[config.mk]
export PLATFORM = sky130hd
export DESIGN_NAME = collective_router
export DESIGN_NICKNAME = d
export VERILOG_FILES = /design/src/verilog/collective_pkg.sv /design/src/verilog/collective_router.sv /design/src/verilog/comm_table.sv /design/src/verilog/flit_decode.sv /design/src/verilog/flit_result.sv /design/src/verilog/route_select.sv
export SDC_FILE = /design/constraint.sdc
export NUM_CORES = 1
export LEC_CHECK = 0
export ABC_AREA = 1
export BUFFER_PORTS_ARGS = -buffer_cell sky130_fd_sc_hd__buf_2
export CORE_ASPECT_RATIO = 0.8
export CORE_UTILIZATION = 60
export DETAILED_ROUTE_END_ITERATION = 12
export PLACE_DENSITY = 0.88
export SLEW_MARGIN = 15
export SYNTH_ARGS = -nofsm -noshare
export SYNTH_HDL_FRONTEND = slang
export SYNTH_HIERARCHICAL = 1
export SYNTH_SLANG_ARGS = --single-unit
[constraint.sdc]
create_clock -name clk -period 18 [get_ports clk]
set_input_delay 3.6 -clock clk [delete_from_list [all_inputs] [get_ports clk]]
set_output_delay 3.6 -clock clk [all_outputs]
set_load 0.05 [all_outputs]
[src/verilog/collective_pkg.sv]
package collective_pkg;

	//////////////////////////////////////////////////
	// field widths

	localparam int COORD_W    = 3;  // one mesh axis
	localparam int RANK_W     = 9;
	localparam int CONTEXT_W  = 8;
	localparam int TAG_W      = 8;
	localparam int ALGTYPE_W  = 2;
	localparam int OP_W       = 4;
	localparam int PAYLOAD_W  = 32;
	localparam int CHILDREN_W = 3;

	// communicator table, indexed by low context bits
	localparam int COMM_TABLE_SIZE = 4;
	localparam int COMM_IDX_W      = 2;

	//////////////////////////////////////////////////
	// coordinates and opcodes

	typedef struct packed {
		logic [COORD_W-1:0] z;
		logic [COORD_W-1:0] y;
		logic [COORD_W-1:0] x;
	} coord_t;  // 9 bits

	// any value not listed here passes straight through
	typedef enum logic [OP_W-1:0] {
		OP_NONE            = 4'd0,
		OP_LARGE_ALLGATHER = 4'd4,  // ring
		OP_GATHER          = 4'd6,  // up-tree
		OP_SHORT_REDUCE    = 4'd7   // up-tree
	} op_e;

	//////////////////////////////////////////////////
	// flits

	typedef struct packed {
		logic                  valid;
		coord_t                dst;
		coord_t                src;
		logic [RANK_W-1:0]     rank;
		logic [CONTEXT_W-1:0]  context_id;
		logic [TAG_W-1:0]      tag;
		logic [ALGTYPE_W-1:0]  algtype;
		op_e                   op;
		logic [PAYLOAD_W-1:0]  payload;
	} flit_t;  // 82 bits

	typedef struct packed {
		logic [CHILDREN_W-1:0] children;  // from the communicator entry
		flit_t                 flit;
	} out_flit_t;  // 85 bits

	// one communicator as seen from this node
	typedef struct packed {
		logic [RANK_W-1:0]     local_rank;
		logic [CHILDREN_W-1:0] children;
		coord_t                parent;     // up-tree target
		coord_t                ring_next;  // ring successor
	} comm_entry_t;  // 30 bits

	//////////////////////////////////////////////////
	// routing classes and ring sequencing

	typedef enum logic [1:0] {
		ROUTE_PASS,
		ROUTE_UPTREE,
		ROUTE_RING
	} route_e;

	typedef enum logic {
		RING_FORWARD,  // send on to successor
		RING_HOME      // then deliver locally
	} ring_state_e;

	// decode stage contents
	typedef struct packed {
		flit_t       flit;
		comm_entry_t entry;
		route_e      route;
		logic        from_guest;  // src is another node
	} decoded_t;

endpackage

[src/verilog/collective_router.sv]
`timescale 1ns/10ps

module collective_router #(
	parameter collective_pkg::coord_t NODE_COORD = '0
) (
	input  logic                                  clk,
	input  logic                                  rst,
	// input flit port
	input  collective_pkg::flit_t                 in_flit,
	input  logic                                  in_valid,
	output logic                                  in_ready,
	// output flit port
	output collective_pkg::out_flit_t             out_flit,
	output logic                                  out_valid,
	input  logic                                  out_ready,
	// communicator configuration
	input  logic                                  cfg_we,
	input  logic [collective_pkg::COMM_IDX_W-1:0] cfg_idx,
	input  collective_pkg::comm_entry_t           cfg_entry
);

	import collective_pkg::*;

	logic [COMM_IDX_W-1:0] table_idx;
	comm_entry_t           entry;
	decoded_t              dec;
	logic                  dec_valid, dec_ready;
	out_flit_t             routed;
	logic                  routed_valid, res_ready;

	//////////////////////////////////////////////////
	// table, decode, route, result

	comm_table comm_table_i (
		.clk       (clk),
		.rst       (rst),
		.cfg_we    (cfg_we),
		.cfg_idx   (cfg_idx),
		.cfg_entry (cfg_entry),
		.rd_idx    (table_idx),
		.rd_entry  (entry)
	);

	flit_decode #(.NODE_COORD(NODE_COORD)) flit_decode_i (
		.clk       (clk),
		.rst       (rst),
		.in_flit   (in_flit),
		.in_valid  (in_valid),
		.in_ready  (in_ready),
		.table_idx (table_idx),
		.entry     (entry),
		.dec       (dec),
		.dec_valid (dec_valid),
		.dec_ready (dec_ready)
	);

	route_select #(.NODE_COORD(NODE_COORD)) route_select_i (
		.clk          (clk),
		.rst          (rst),
		.dec          (dec),
		.dec_valid    (dec_valid),
		.dec_ready    (dec_ready),
		.routed       (routed),
		.routed_valid (routed_valid),
		.res_ready    (res_ready)
	);

	flit_result flit_result_i (
		.clk          (clk),
		.rst          (rst),
		.routed       (routed),
		.routed_valid (routed_valid),
		.res_ready    (res_ready),
		.out_flit     (out_flit),
		.out_valid    (out_valid),
		.out_ready    (out_ready)
	);

endmodule

[src/verilog/comm_table.sv]
`timescale 1ns/10ps

module comm_table (
	input  logic                                clk,
	input  logic                                rst,
	input  logic                                cfg_we,
	input  logic [collective_pkg::COMM_IDX_W-1:0] cfg_idx,
	input  collective_pkg::comm_entry_t         cfg_entry,
	input  logic [collective_pkg::COMM_IDX_W-1:0] rd_idx,
	output collective_pkg::comm_entry_t         rd_entry
);

	import collective_pkg::*;

	//////////////////////////////////////////////////
	// storage

	comm_entry_t comm_mem [COMM_TABLE_SIZE];  // one entry per communicator

	// cleared on reset so an unconfigured context reads as zero
	always_ff @(posedge clk) begin
		if (rst) begin
			for (int i = 0; i < COMM_TABLE_SIZE; i++) begin
				comm_mem[i] <= '0;
			end
		end else if (cfg_we) begin
			comm_mem[cfg_idx] <= cfg_entry;  // visible next edge
		end
	end

	//////////////////////////////////////////////////
	// lookup

	// combinational read, decode registers the result
	assign rd_entry = comm_mem[rd_idx];

endmodule

[src/verilog/flit_decode.sv]
`timescale 1ns/10ps

module flit_decode #(
	parameter collective_pkg::coord_t NODE_COORD = '0
) (
	input  logic                                  clk,
	input  logic                                  rst,
	input  collective_pkg::flit_t                 in_flit,
	input  logic                                  in_valid,
	output logic                                  in_ready,
	output logic [collective_pkg::COMM_IDX_W-1:0] table_idx,
	input  collective_pkg::comm_entry_t           entry,
	output collective_pkg::decoded_t              dec,
	output logic                                  dec_valid,
	input  logic                                  dec_ready
);

	import collective_pkg::*;

	decoded_t dec_next;
	logic     accept;

	// table indexed straight off the incoming context
	assign table_idx = in_flit.context_id[COMM_IDX_W-1:0];

	// stage empty, or its contents leave this cycle
	assign in_ready = !dec_valid || dec_ready;
	assign accept   = in_valid && in_ready;

	//////////////////////////////////////////////////
	// classify and rewrite

	always_comb begin
		dec_next            = '0;
		dec_next.flit       = in_flit;
		dec_next.entry      = entry;
		dec_next.from_guest = (in_flit.src != NODE_COORD);

		case (in_flit.op)
			OP_GATHER,
			OP_SHORT_REDUCE:    dec_next.route = ROUTE_UPTREE;
			OP_LARGE_ALLGATHER: dec_next.route = ROUTE_RING;
			default:            dec_next.route = ROUTE_PASS;  // everything else
		endcase

		// self-addressed flit takes the local rank
		if (in_flit.dst == in_flit.src) begin
			dec_next.flit.rank = entry.local_rank;
		end
	end

	//////////////////////////////////////////////////
	// stage register

	always_ff @(posedge clk) begin
		if (rst) begin
			dec_valid <= 1'b0;
		end else if (accept) begin
			dec_valid <= 1'b1;
		end else if (dec_ready) begin
			dec_valid <= 1'b0;  // drained, nothing new
		end
	end

	// payload only, follows dec_valid
	always_ff @(posedge clk) begin
		if (accept) begin
			dec <= dec_next;
		end
	end

endmodule

[src/verilog/flit_result.sv]
`timescale 1ns/10ps

module flit_result (
	input  logic                      clk,
	input  logic                      rst,
	input  collective_pkg::out_flit_t routed,
	input  logic                      routed_valid,
	output logic                      res_ready,
	output collective_pkg::out_flit_t out_flit,
	output logic                      out_valid,
	input  logic                      out_ready
);

	import collective_pkg::*;

	out_flit_t out_q;
	logic      load;

	// take a new flit if empty or draining this cycle
	assign res_ready = !out_valid || out_ready;
	assign load      = routed_valid && res_ready;

	//////////////////////////////////////////////////
	// output register

	always_ff @(posedge clk) begin
		if (rst) begin
			out_valid <= 1'b0;
		end else if (res_ready) begin
			out_valid <= routed_valid;  // holds under back-pressure
		end
	end

	always_ff @(posedge clk) begin
		if (load) begin
			out_q <= routed;
		end
	end

	assign out_flit = out_q;

endmodule

[src/verilog/route_select.sv]
`timescale 1ns/10ps

module route_select #(
	parameter collective_pkg::coord_t NODE_COORD = '0
) (
	input  logic                      clk,
	input  logic                      rst,
	input  collective_pkg::decoded_t  dec,
	input  logic                      dec_valid,
	output logic                      dec_ready,
	output collective_pkg::out_flit_t routed,
	output logic                      routed_valid,
	input  logic                      res_ready
);

	import collective_pkg::*;

	ring_state_e ring_state;
	logic        guest_ring;  // ring flit that needs two outputs
	logic        ring_hold;   // keep decode stage for the home copy
	coord_t      new_dst;

	assign guest_ring = dec_valid && (dec.route == ROUTE_RING) && dec.from_guest;
	assign ring_hold  = guest_ring && (ring_state == RING_FORWARD);

	//////////////////////////////////////////////////
	// destination by route class

	always_comb begin
		case (dec.route)
			ROUTE_UPTREE: begin
				// root of the tree keeps it
				if (dec.entry.local_rank == '0)
					new_dst = NODE_COORD;
				else
					new_dst = dec.entry.parent;
			end
			ROUTE_RING: begin
				if (ring_state == RING_HOME)
					new_dst = NODE_COORD;  // second copy
				else
					new_dst = dec.entry.ring_next;
			end
			default: new_dst = dec.flit.dst;  // pass-through
		endcase
	end

	always_comb begin
		routed          = '0;
		routed.flit     = dec.flit;
		routed.flit.dst = new_dst;
		routed.children = dec.entry.children;
	end

	assign routed_valid = dec_valid;
	assign dec_ready    = res_ready && !ring_hold;

	//////////////////////////////////////////////////
	// ring forward/home sequencing

	// advance only when the result stage takes the current copy
	always_ff @(posedge clk) begin
		if (rst) begin
			ring_state <= RING_FORWARD;
		end else if (guest_ring && res_ready) begin
			case (ring_state)
				RING_FORWARD: ring_state <= RING_HOME;
				RING_HOME:    ring_state <= RING_FORWARD;  // home copy gone
				default:      ring_state <= RING_FORWARD;
			endcase
		end
	end

endmodule
==> out/metrics.cfg <==
[yosys]
ys.flop_type = edfxtp_1
yosysTopAreaCellShare_pct = 72.2
synthAdderAreaFrac_pct = 0.188
yosys_warnings = 6
synth_top_cell_by_area = edfxtp_1
avgSynthCellArea_sq_um = 12.2
synth_top_family_by_area = simple AND/OR/NAND/NOR gates
synth_commonest_cells = edfxtp_1, nand2_1, inv_1
synth_mux_area_share_pct = 0
synth_nets = 1209
synth-edff-count = 320
syn_area_sq_um = 13300
ys_async_sr_fraction_pct = 0
synthSimpleGateAreaFrac_pct = 14.1
synth_area_leaders = edfxtp_1, nand2_1, inv_1
synth_cell_types = 28
synth.most_common_cell = edfxtp_1
synthCells = 1088
synth_compound_area_share_pct = 1.27
synth_xor_area_share_pct = 0.461
ys_seq_area_share_pct = 72.7
ys_ff_latch = 323

[placement]
dp_hpwl_um = 15900
post-place-ws_ns = 10.01
dp.cells = 1486
io_buffers = 205
gp_congestion = 0.784

[floorplan]
core-area_sq_um = 21700
start_util_pct = 61.4
die_h_um = 135
io_pins = 206
fp-row-count = 48
die_w_um = 168
die-area_sq_um = 22800

[global_route]
antenna_found_initial = 0
grt_max_degree = 76
grt_first_pass_wirelength_um = 39200
grt_pass1_vias = 7694
overflow = 0
grt_use_total_pct = 22.6

[timing]
rsz0062_at_grt = no
slew_headroom_pct = 25.6
worst_pin_slew_ns = 1.12
fin_crit_ns = 7.99
setup_slack_ns = 10.01
finalCritPeriodShare_pct = 44.4
final_max_slew_viol_count = 0
setup_violations = 0
finalClockSkew_ns = 0.0199
final_hold_viol_count = 0
setup-tns-final_ns = 0
fmax_mhz = 125

[layout]
final_nets = 1339
areaGrowthSynthToFinish_pct = 12.8
layout-drive-gt1-share_pct = 23.4
layout.cells.non_filler = 1542
diodes = 0

[clock_network]
cts_setup_buffers = 0
tritoncts = built
clock-sinks = 323
clock-root-buffer = clkbuf_16
cts.clk_slew.worst_paths_ns = 0.06
clkLatencyLatePin_ns = 0.55
cts_buffer_depth = 3
htreeDepth = 1
numCtsBuffers = 30
cts_resized = 0
cts_hold_buf = 0

[drt]
wl_met1_um = 9940
wl_met3_um = 2680
wl_met2_um = 12800
route.detailed.drc = 0
first_pass_iters = 5
viasPerCell = 5.05
wl_per_cell_um = 16.7
drt_iter0_drc = 634
wl_um = 25700
antenna_left = 0
top_layer_used = met4
num_vias = 7786

[hold_path]
hp-start = flit_decode_i/dec[104]
min_path_cells = 0
holdCritPathClass = register to register
min_to = flit_result_i/out_flit[71]

[status]
status = complete, no violations

[critical_path]
rr_worst_depth = 9
cp-start-kind = input pin
r2r_end = flit_decode_i/dec[44]
path_class = input pin to output pin
crit_arrival_ns = 4.39
end_kind = output pin
r2r_slack_ns = 15.10
cp_data_required_time_ns = 14.40
r2r_start = flit_decode_i/dec[1]
crit_fanout = 2

[pwr]
powerDensity_nw_per_um2 = 113
p_leak_nw = 6.44
vdd_drop_max_uv = 79.1

[run]
drv_cap = 0

-- power by group --
group	leakage (nW)	switching [mW]	internal, mW
clock network	0.505	0.265	0.385
registers	3.12	0.0140	0.884
logic	2.82	0.109	0.0372
-- placed cells by master, fill, tap and decap left out, types with 2 or more instances in the layout --
cell type | netlist | routed
ha_1 | 2 | 2
edfxtp_1 | 320 | 320
o21bai_1 | 8 | 8
clkinv_1 | 0 | 5
nand3_1 | 81 | 81
clkinvlp_4 | 0 | 3
nor3_1 | 32 | 32
nand3_4 | 2 | 2
a21oi_1 | 12 | 10
xnor2_1 | 7 | 7
bufinv_16 | 0 | 5
buf_2 | 22 | 205
dfxtp_1 | 3 | 3
nand2_1 | 201 | 201
inv_2 | 6 | 6
buf_4 | 80 | 9
a21oi_2 | 2 | 2
nand2_4 | 1 | 2
nand2_2 | 3 | 2
nand3_2 | 2 | 2
a21oi_4 | 0 | 2
nor2_4 | 6 | 6
clkbuf_16 | 0 | 31
inv_1 | 175 | 175
clkinv_2 | 0 | 10
nor2_1 | 104 | 104
-- stage by stage --
stage	util [%]	power (mW)	cell area [sq um]	hold slack (ns)
after CTS	69.2	1.70	15000	0.417
after global placement	64.5	1.05	14000	0.400
after floorplan	-	1.03	13300	0.490
after detailed placement	64.5	1.06	14000	0.405
final	69.2	1.69	15000	0.417
after global routing	69.2	1.75	15000	0.423
-- worst max-delay path, cell delays in order --
cell and delay, ns:
buf_2 0.10, inv_2 0.08, nand2_2 0.07, inv_1 0.09, nor2_1 0.05, inv_1 0.10, nand2_1 0.07, buf_2 0.22
-- how the worst max path moves through the flow --
stage,start,cells after the start,slack [ns],to
global route,out_ready,8,9.93,in_ready
CTS,out_ready,8,10.01,in_ready
finish,out_ready,8,10.01,in_ready
global placement,out_ready,8,10.04,in_ready
detailed placement,out_ready,8,10.01,in_ready
floorplan,out_ready,6,7.96,flit_decode_i/dec[0]
-- final cells by class --
cell class,count,area [sq um]
timing repair buffer,214,1090
fill,1454,6670
clock buffer,32,779
inverter,181,679
clock inverter,24,250
sequential,323,9670
multi-input combinational,468,2160
tap,300,375
-- cell families after synthesis --
group	after synthesis
AO/OA/AOI/OAI	25
buffers and inverters	297
adder cells (fa/ha/maj)	2
flip-flops	323
XOR/XNOR	7
AND/OR/NAND/NOR	434
-- routing by layer --
metal,vias to the layer above,GRT usage (%)
met5,-,0
met4,0,6.06
met3,27,5.20
met2,400,38.8
met1,3625,29.3
li1,3734,-
-- registers in the layout (all words and copies together) (netlist names) --
signal,cells
flit_decode_i/dec_valid,1
comm_table_i/comm_mem,120
flit_result_i/out_valid,1
flit_decode_i/dec,115
route_select_i/ring_state,1
flit_result_i/out_flit,85
No activity file was read; power rests on OpenSTA's default activity.
